`src/source/fp_pe_config.svh`:
```
`ifndef FP_PE_CONFIG_SVH
`define FP_PE_CONFIG_SVH

// binary32 word
`define FP_WIDTH 32

// register stages in fp_mul
`define FP_MUL_LAT 3

// register stages in fp_add
`define FP_ADD_LAT 4

// item to result, same for every opcode
`define FP_PE_LAT (`FP_MUL_LAT + `FP_ADD_LAT)

`endif

```
`src/source/fp_pe_pkg.sv`:
```
`include "fp_pe_config.svh"

package fp_pe_pkg;

    // binary32 exponent bias, shared by mul and add
    localparam int FP_EXP_BIAS = 127;

    // per-item opcode, 5..7 undefined and passed through like nop
    typedef enum logic [2:0] {
        OP_ADD  = 3'd0,  // a + b
        OP_ACC  = 3'd1,  // reserved, acts as pass-through
        OP_MUL  = 3'd2,  // a * b
        OP_MACC = 3'd3,  // a * b + c
        OP_NOP  = 3'd4   // pass a
    } pe_op_e;

    // binary32 fields, msb first
    typedef struct packed {
        logic        sign;
        logic [7:0]  exp;  // biased exponent, 0 means zero here
        logic [22:0] man;  // fraction without hidden bit
    } fp_fields_t;

    // same word, moved raw or taken apart into fields
    typedef union packed {
        logic [`FP_WIDTH-1:0] raw;
        fp_fields_t           f;
    } fp_word_t;

endpackage

```
`src/source/delay_line.sv`:
```
`timescale 1ns/1ps

module delay_line #(
    parameter int WIDTH = 1,  // bits carried per stage
    parameter int DEPTH = 1   // cycles of delay, 1 or more
) (
    input  logic             i_clk,
    input  logic             i_rst,
    input  logic [WIDTH-1:0] i_din,
    output logic [WIDTH-1:0] o_dout
);

    logic [WIDTH-1:0] pipe [DEPTH];  // pipe[0] is the newest entry

    // every stage clears, so strobes in the bundle start low
    always_ff @(posedge i_clk) begin
        if (i_rst) begin
            for (int i = 0; i < DEPTH; i++) begin
                pipe[i] <= '0;
            end
        end else begin
            pipe[0] <= i_din;
            for (int i = 1; i < DEPTH; i++) begin
                pipe[i] <= pipe[i-1];  // shift toward the output
            end
        end
    end

    assign o_dout = pipe[DEPTH-1];  // exactly DEPTH cycles old

endmodule

```
`src/source/fp_add.sv`:
```
`timescale 1ns/1ps

module fp_add (
    input  logic                i_clk,
    input  logic                i_rst,
    input  logic                i_valid,
    input  fp_pe_pkg::fp_word_t i_a,
    input  fp_pe_pkg::fp_word_t i_b,
    output logic                o_valid,
    output fp_pe_pkg::fp_word_t o_res
);
    import fp_pe_pkg::*;

    // stage 1 input side
    logic [23:0]       a_man;   // with hidden bit, 0 when exp is 0
    logic [23:0]       b_man;
    logic              a_ge_b;  // |a| >= |b|
    // stage 1, ordered operands
    logic              s1_valid;
    logic              s1_sign;  // sign of the larger
    logic              s1_sub;   // signs differ
    logic [7:0]        s1_exp;   // exponent of the larger
    logic [23:0]       s1_man_l;
    logic [23:0]       s1_man_s;
    logic [7:0]        s1_diff;
    // stage 2, aligned sum
    logic [23:0]       shifted;
    logic              s2_valid;
    logic              s2_sign;
    logic [7:0]        s2_exp;
    logic [24:0]       s2_sum;   // bit 24 is the carry
    // stage 3, leading zero count
    logic              s3_valid;
    logic              s3_sign;
    logic [7:0]        s3_exp;
    logic [24:0]       s3_sum;
    logic [4:0]        s3_lz;
    // stage 4 input
    logic [24:0]       norm;
    logic signed [9:0] n_exp;
    fp_word_t          res_next;

    // leading zeros of a 25 bit value, 25 when all clear
    function automatic logic [4:0] clz25(input logic [24:0] v);
        logic [4:0] n;
        logic       found;
        n     = 5'd25;
        found = 1'b0;
        for (int i = 24; i >= 0; i--) begin
            if (!found && v[i]) begin
                n     = 5'(24 - i);
                found = 1'b1;
            end
        end
        return n;
    endfunction

    always_comb begin
        a_man  = (i_a.f.exp == 8'd0) ? 24'd0 : {1'b1, i_a.f.man};  // exp 0 is zero
        b_man  = (i_b.f.exp == 8'd0) ? 24'd0 : {1'b1, i_b.f.man};
        a_ge_b = {i_a.f.exp, a_man} >= {i_b.f.exp, b_man};      // magnitude compare
    end

    always_comb begin
        shifted = s1_man_s >> s1_diff;  // dropped bits are the truncation
    end

    always_ff @(posedge i_clk) begin
        if (i_rst) begin
            s1_valid <= 1'b0;
            s2_valid <= 1'b0;
            s3_valid <= 1'b0;
            o_valid  <= 1'b0;
        end else begin
            s1_valid <= i_valid;
            s2_valid <= s1_valid;
            s3_valid <= s2_valid;
            o_valid  <= s3_valid;
        end
    end

    always_ff @(posedge i_clk) begin
        // stage 1, larger operand goes on the l side
        s1_sign  <= a_ge_b ? i_a.f.sign : i_b.f.sign;
        s1_sub   <= i_a.f.sign ^ i_b.f.sign;
        s1_exp   <= a_ge_b ? i_a.f.exp : i_b.f.exp;
        s1_man_l <= a_ge_b ? a_man : b_man;
        s1_man_s <= a_ge_b ? b_man : a_man;
        s1_diff  <= a_ge_b ? (i_a.f.exp - i_b.f.exp) : (i_b.f.exp - i_a.f.exp);
        // stage 2, l >= s so the difference never goes negative
        s2_sign  <= s1_sign;
        s2_exp   <= s1_exp;
        s2_sum   <= s1_sub ? ({1'b0, s1_man_l} - {1'b0, shifted})
                           : ({1'b0, s1_man_l} + {1'b0, shifted});
        // stage 3
        s3_sign  <= s2_sign;
        s3_exp   <= s2_exp;
        s3_sum   <= s2_sum;
        s3_lz    <= clz25(s2_sum);
        // stage 4
        o_res    <= res_next;
    end

    // leading one to bit 24, then bits 23:1 are the fraction
    always_comb begin
        norm  = s3_sum << s3_lz;
        n_exp = $signed({2'b00, s3_exp}) + 10'sd1 - $signed({5'b00000, s3_lz});
        res_next.f.sign = s3_sign;
        res_next.f.exp  = n_exp[7:0];
        res_next.f.man  = norm[23:1];
        if (s3_sum == 25'd0) begin
            res_next.raw = '0;       // exact cancellation gives +0
        end else if (n_exp <= 10'sd0) begin
            res_next.raw = '0;       // underflow flush
        end else if (n_exp >= 10'sd255) begin
            res_next.f.exp = 8'hff;  // inf with sign of the larger
            res_next.f.man = '0;
        end
    end

endmodule

```
`src/source/fp_mul.sv`:
```
`timescale 1ns/1ps

module fp_mul (
    input  logic                i_clk,
    input  logic                i_rst,
    input  logic                i_valid,
    input  fp_pe_pkg::fp_word_t i_a,
    input  fp_pe_pkg::fp_word_t i_b,
    output logic                o_valid,
    output fp_pe_pkg::fp_word_t o_res
);
    import fp_pe_pkg::*;

    // stage 1, unpacked operands
    logic              s1_valid;
    logic              s1_sign;
    logic              s1_zero;  // either operand has exp 0
    logic signed [9:0] s1_exp;   // ea + eb - bias, may be out of range
    logic [23:0]       s1_ma;
    logic [23:0]       s1_mb;
    // stage 2, raw product
    logic              s2_valid;
    logic              s2_sign;
    logic              s2_zero;
    logic signed [9:0] s2_exp;
    logic [47:0]       s2_prod;  // 1.x * 1.x lands in [1, 4)
    // stage 3 input
    logic signed [9:0] n_exp;
    logic [22:0]       n_man;
    fp_word_t          res_next;

    // valid marks data only, never stalls
    always_ff @(posedge i_clk) begin
        if (i_rst) begin
            s1_valid <= 1'b0;
            s2_valid <= 1'b0;
            o_valid  <= 1'b0;
        end else begin
            s1_valid <= i_valid;
            s2_valid <= s1_valid;
            o_valid  <= s2_valid;
        end
    end

    always_ff @(posedge i_clk) begin
        s1_sign <= i_a.f.sign ^ i_b.f.sign;
        s1_zero <= (i_a.f.exp == 8'd0) || (i_b.f.exp == 8'd0);
        s1_exp  <= $signed({2'b00, i_a.f.exp}) + $signed({2'b00, i_b.f.exp})
                   - 10'(FP_EXP_BIAS);
        s1_ma   <= {1'b1, i_a.f.man};  // hidden bit back on
        s1_mb   <= {1'b1, i_b.f.man};
        s2_sign <= s1_sign;
        s2_zero <= s1_zero;
        s2_exp  <= s1_exp;
        s2_prod <= {24'd0, s1_ma} * {24'd0, s1_mb};  // full 48 bit product
        o_res   <= res_next;
    end

    // one-place normalize, truncate, then range checks
    always_comb begin
        if (s2_prod[47]) begin
            n_man = s2_prod[46:24];  // product >= 2
            n_exp = s2_exp + 10'sd1;
        end else begin
            n_man = s2_prod[45:23];
            n_exp = s2_exp;
        end
        res_next.f.sign = s2_sign;
        res_next.f.exp  = n_exp[7:0];
        res_next.f.man  = n_man;
        if (s2_zero || (n_exp <= 10'sd0)) begin
            res_next.raw = '0;  // zero operand or underflow, +0
        end else if (n_exp >= 10'sd255) begin
            res_next.f.exp = 8'hff;  // inf, sign kept
            res_next.f.man = '0;
        end
    end

endmodule

```
`src/source/fp_pe.sv`:
```
`timescale 1ns/1ps
`include "fp_pe_config.svh"

module fp_pe (
    input  logic                i_clk,
    input  logic                i_rst,
    input  fp_pe_pkg::fp_word_t i_inp1,    // stream a
    input  fp_pe_pkg::fp_word_t i_inp2,    // stream b
    input  fp_pe_pkg::fp_word_t i_inp3,    // broadcast scalar, no strobe
    input  logic                i_valid1,
    input  logic                i_valid2,
    input  logic                i_last1,
    input  logic                i_last2,
    input  fp_pe_pkg::pe_op_e   i_op,      // may change every item
    output fp_pe_pkg::fp_word_t o_out,
    output logic                o_valid,
    output logic                o_last
);
    import fp_pe_pkg::*;

    localparam int W      = `FP_WIDTH;
    localparam int GRP1_W = 3 + 4 + 3 * W;      // op, four strobes, three operands
    localparam int GRP2_W = 3 + 3 + 1 + 2 * W;  // op, strobes, mul valid, product, inp1

    // multiplier side
    logic       mul_vin;
    logic       mul_valid;
    fp_word_t   mul_res;
    // aligned to the adder input
    logic [2:0] op_d_bits;
    pe_op_e     op_d;
    logic       valid1_d;
    logic       valid2_d;
    logic       last1_d;
    logic       last2_d;
    fp_word_t   inp1_d;
    fp_word_t   inp2_d;
    fp_word_t   inp3_d;
    // adder side
    logic       add_vin;
    fp_word_t   add_a;
    fp_word_t   add_b;
    logic       add_valid;
    fp_word_t   add_res;
    // aligned to the output
    logic [2:0] op_dd_bits;
    pe_op_e     op_dd;
    logic       valid1_dd;
    logic       last1_dd;
    logic       last2_dd;
    logic       mul_valid_dd;
    fp_word_t   mul_res_dd;
    fp_word_t   inp1_dd;

    // multiplier only marks items for mul and macc
    assign mul_vin = i_valid1 && i_valid2 && ((i_op == OP_MUL) || (i_op == OP_MACC));

    fp_mul u_mul (
        .i_clk   (i_clk),
        .i_rst   (i_rst),
        .i_valid (mul_vin),
        .i_a     (i_inp1),
        .i_b     (i_inp2),
        .o_valid (mul_valid),
        .o_res   (mul_res)
    );

    // operands, op and strobes ride alongside the multiplier
    delay_line #(
        .WIDTH (GRP1_W),
        .DEPTH (`FP_MUL_LAT)
    ) u_align_mul (
        .i_clk  (i_clk),
        .i_rst  (i_rst),
        .i_din  ({i_op, i_valid1, i_valid2, i_last1, i_last2, i_inp1, i_inp2, i_inp3}),
        .o_dout ({op_d_bits, valid1_d, valid2_d, last1_d, last2_d, inp1_d, inp2_d, inp3_d})
    );

    assign op_d = pe_op_e'(op_d_bits);

    // adder operands per delayed op
    always_comb begin
        if (op_d == OP_MACC) begin
            add_a   = mul_res;    // product lands here this cycle
            add_b   = inp3_d;     // c of the same item
            add_vin = mul_valid;  // already has the and rule
        end else begin
            add_a   = inp1_d;
            add_b   = inp2_d;
            add_vin = (op_d == OP_ADD) && valid1_d && valid2_d;
        end
    end

    fp_add u_add (
        .i_clk   (i_clk),
        .i_rst   (i_rst),
        .i_valid (add_vin),
        .i_a     (add_a),
        .i_b     (add_b),
        .o_valid (add_valid),
        .o_res   (add_res)
    );

    // product, inp1, op and strobes wait out the adder
    delay_line #(
        .WIDTH (GRP2_W),
        .DEPTH (`FP_ADD_LAT)
    ) u_align_add (
        .i_clk  (i_clk),
        .i_rst  (i_rst),
        .i_din  ({op_d_bits, valid1_d, last1_d, last2_d, mul_valid, mul_res, inp1_d}),
        .o_dout ({op_dd_bits, valid1_dd, last1_dd, last2_dd, mul_valid_dd, mul_res_dd,
                  inp1_dd})
    );

    assign op_dd = pe_op_e'(op_dd_bits);

    // output select on the op that came with the item
    always_comb begin
        case (op_dd)
            OP_ADD, OP_MACC: begin
                o_out   = add_res;
                o_valid = add_valid;
                o_last  = add_valid && (last1_dd || last2_dd);
            end
            OP_MUL: begin
                o_out   = mul_res_dd;
                o_valid = mul_valid_dd;
                o_last  = mul_valid_dd && (last1_dd || last2_dd);
            end
            default: begin  // acc, nop, 5..7
                o_out   = inp1_dd;
                o_valid = valid1_dd;
                o_last  = valid1_dd && last1_dd;
            end
        endcase
    end

endmodule

```
`config.mk`:
```
export PLATFORM = sky130hd
export DESIGN_NAME = fp_pe
export DESIGN_NICKNAME = d
export VERILOG_FILES = /design/src/source/fp_pe_pkg.sv /design/src/source/delay_line.sv /design/src/source/fp_add.sv /design/src/source/fp_mul.sv /design/src/source/fp_pe.sv
export VERILOG_INCLUDE_DIRS = /design/src /design/src/source
export SDC_FILE = /design/constraint.sdc
export NUM_CORES = 2
export LEC_CHECK = 0
export ABC_AREA = 0
export BUFFER_PORTS_ARGS = -buffer_cell sky130_fd_sc_hd__buf_4
export CAP_MARGIN = 30
export CORE_UTILIZATION = 64
export DETAILED_ROUTE_END_ITERATION = 10
export GPL_TIMING_DRIVEN = 0
export HOLD_SLACK_MARGIN = 0.02
export PLACE_DENSITY = 0.81
export SLEW_MARGIN = 30
export SYNTH_ARGS = -nofsm -noshare
export SYNTH_HDL_FRONTEND = slang
export SYNTH_HIERARCHICAL = 1
export SYNTH_SLANG_ARGS = --single-unit
```
`constraint.sdc`:
```
create_clock -name i_clk -period 8.2 [get_ports i_clk]
set_input_delay 1.64 -clock i_clk [delete_from_list [all_inputs] [get_ports i_clk]]
set_output_delay 1.64 -clock i_clk [all_outputs]
set_load 0.05 [all_outputs]
```
==> impl_metrics.py <==
metrics = {
    "synth": {
        "syn_area_um2": 51000,
        "synth.distinct_cells": 98,
        "yosysWarnings": 6,
        "synthCells": 5108,
        "synth_area_leaders": "dfxtp_1 (35%), fa_1 (19%), nor2b_1 (7.6%)",
        "synth.net_count": 5962,
        "synth_ff_type": "dfxtp_1",
        "synth_edf_count": 0,
        "avgSynthCellArea_um2": 9.98,
        "ys_seq_elements": 898,
        "synth_largest_area_cell": "dfxtp_1",
        "synth-seq-area-share": 0.353,
        "synth_top_area_frac": 0.353,
        "ys_async_sr_fraction": 0,
    },
    "clock_tree": {
        "clk_pin_slew_ns": 0.06,
        "clock-root-buffer": "clkbuf_16",
        "cts_inserted_buffers": 86,
        "cts_tree": "built",
        "postCtsHoldBufs": 0,
        "clk_path_buf_depth": 3,
        "clk_latency_ns": 0.68,
        "clock-sinks": 898,
        "htree_levels": 3,
    },
    "global_routing": {
        "grt_pass1_vias": 35794,
        "grt_overflow": 0,
        "grt_pass1_wl_um": 213000,
        "antenna_found_initial": 13,
        "gr-usage-all-layers": 0.354,
        "grt_max_degree": 17,
    },
    "drt": {
        "routed_wl_um": 142000,
        "wl_per_cell_um": 22.0,
        "first_iter_violations": 2307,
        "vias_per_cell": 5.43,
        "dr.pass1.iters": 6,
        "detail-route-antenna-nets": 0,
        "drc": 0,
        "vias": 35043,
    },
    "worst_setup_path": {
        "crit_chain": "clkbuf_1 -> inv_1 -> nor2_1 -> fa_1 -> fa_1 -> inv_1 -> fa_1 -> inv_1 -> fa_1 -> fa_1 -> fa_1 -> fa_1 -> ha_1 -> a21oi_1 -> o21bai_1 -> a311oi_1 -> a21oi_1 -> a211oi_4 -> a211oi_2 -> nor4_1 -> nand3b_1",
        "end_kind": "flop",
        "path_max_fanout": 10,
        "crit_type": "reg2reg",
        "slowest_delay_ns": 0.73,
        "required_ns": 8.79,
        "r2r_cells": 21,
        "arrival_ns": 8.65,
        "critical_path.most_common_cell": "fa_1",
        "start_kind": "flop",
        "timing.critical_path.slowest_stage_cell": "clkbuf_1",
    },
    "placement": {
        "dp_hpwl_um": 114000,
        "io_buffers": 138,
        "place_ws_ns": -0.155,
        "gp_congestion": 1.02,
        "dp.cells": 6296,
    },
    "die": {
        "start_util": 0.646,
        "die_x_um": 284,
        "core_area_um2": 78900,
        "fp.dieArea_um2": 80800,
        "die-height_um": 284,
        "io_pins": 139,
        "rows": 103,
    },
    "cells_and_area": {
        "mostFrequentLayoutCell": "dfxtp_1",
        "syn_to_final_growth_pct": 10.5,
        "mostFrequentLayoutCells": "dfxtp_1 (898), inv_1 (665), nor2b_1 (618)",
        "stdcell_count": 6455,
        "drive_gt1_frac": 0.127,
        "nNetsFinal": 6189,
    },
    "sta": {
        "finalMaxSlewViolations": 0,
        "slew_headroom": 0.357,
        "setup_violations": 0,
        "finalClockSkew_ns": 0.0615,
        "hold_viol_final": 0,
        "clock.fmax_ghz": 0.124,
        "tightest_slew_ns": 0.964,
        "fin_crit_sh": 0.982,
        "rsz0062_at_grt": "false",
        "layout_min_cycle_time_ns": 8.05,
        "fin_ws_ns": 0.145,
        "setup-tns-final_ns": 0,
        "hold_ws_ns": 0.322,
    },
    "outcome": {
        "status": "completed",
    },
    "hold_path": {
        "hold_path_class": "reg2reg",
        "hold_depth": 0,
    },
    "job": {
        "cap_violations": 0,
    },
}
[through the flow]
stage	utilization	cell area, um^2
after floorplan	-	51000
after global placement	0.676	53300
after detailed placement	0.676	53300
after CTS	0.713	56300
after global routing	0.714	56300
final	0.714	56300
[routing by layer]
layer / wire length, um / track usage
met4: 9020 / 0.202
met1: 55000 / 0.421
met2: 69200 / 0.610
met3: 9000 / 0.0535
met5: 47 / 0
[critical path, delay by kind of cell (launching register included)]
family                     cells  cell delay (ns)
AOI/OAI and AO/OA              6             1.80
adders and majority gates      8             3.67
buffers and inverters          4             1.44
DFF                            1             0.38
and+or+nand+nor                3             0.69
[logic make-up (layout without fill, tap and decap cells)]
logic type,Yosys count,in the layout,synth area share
mux,225,225,0.0542
buf+inv,1013,1304,0.0869
simple gates,1668,1668,0.175
fa+ha+maj,749,749,0.255
xor+xnor,92,92,0.0158
flops,898,898,0.353
other cells,0,6,0
compound gates,463,463,0.0603
[timing repair]
action,CTS,global route
setup endpoints to repair,5,10
pin swaps,0,1
buffers inserted,0,1
gates resized for setup,16,27
[path summary, 6_finish.rpt]
path,to,slack (ns),from
max,u_mul/s2_prod[46]$_DFF_P_,0.15,u_mul/s1_ma[6]$_DFF_P_
min,u_add/s2_sign$_DFF_P_,0.32,u_add/s1_sign$_DFF_P_
max reg2reg,u_mul/s2_prod[46]$_DFF_P_,0.15,u_mul/s1_ma[6]$_DFF_P_
min reg2reg,u_add/s2_sign$_DFF_P_,0.32,u_add/s1_sign$_DFF_P_
[synth_stat cells (17+ instances only)]
master	instances
dfxtp_1	898
inv_1	666
nor2b_1	618
fa_1	486
nand2_1	428
ha_1	263
and2_1	245
nor2_1	181
clkbuf_1	141
a21oi_1	122
mux2_2	107
buf_4	105
o21ai_0	101
mux2i_1	70
buf_2	67
xnor2_1	62
nand3_1	57
a21o_1	43
nor3_1	32
mux2_4	30
xor2_1	30
nor4_1	20
o21bai_1	19
buf_6	18
o221ai_1	18
a211oi_1	17
nand4_1	17
o22ai_1	17
[state kept, by name, summed over array words and instances, names as in the netlist, 5 cells and up]
register and flops:
u_mul/s2_prod 25, u_mul/s1_ma 23, u_add/s3_exp 8, u_add/o_res 32
u_add/s3_sum 25, u_mul/s2_exp 10, u_add/s1_exp 8, u_align_add/pipe 284
u_mul/s1_exp 10, u_add/s2_sum 25, u_add/s1_man_l 24, u_add/s1_diff 8
u_add/s1_man_s 24, u_mul/s1_mb 23, u_add/s2_exp 8, u_add/s3_lz 5
u_mul/o_res 32, u_align_mul/pipe 309
[layout make-up]
cell class	count	area [um^2]
multi-input combinational	3197	28600
fill	5834	22600
sequential	898	18000
inverter	671	2530
clock buffer	120	2430
buffer	342	1950
tap	1050	1310
timing repair buffer	139	1040
clock inverter	32	477
antenna	6	15.0
Power is not shown: default switching activity piles up to over one toggle a cycle in this logic, so the estimate is an artifact.
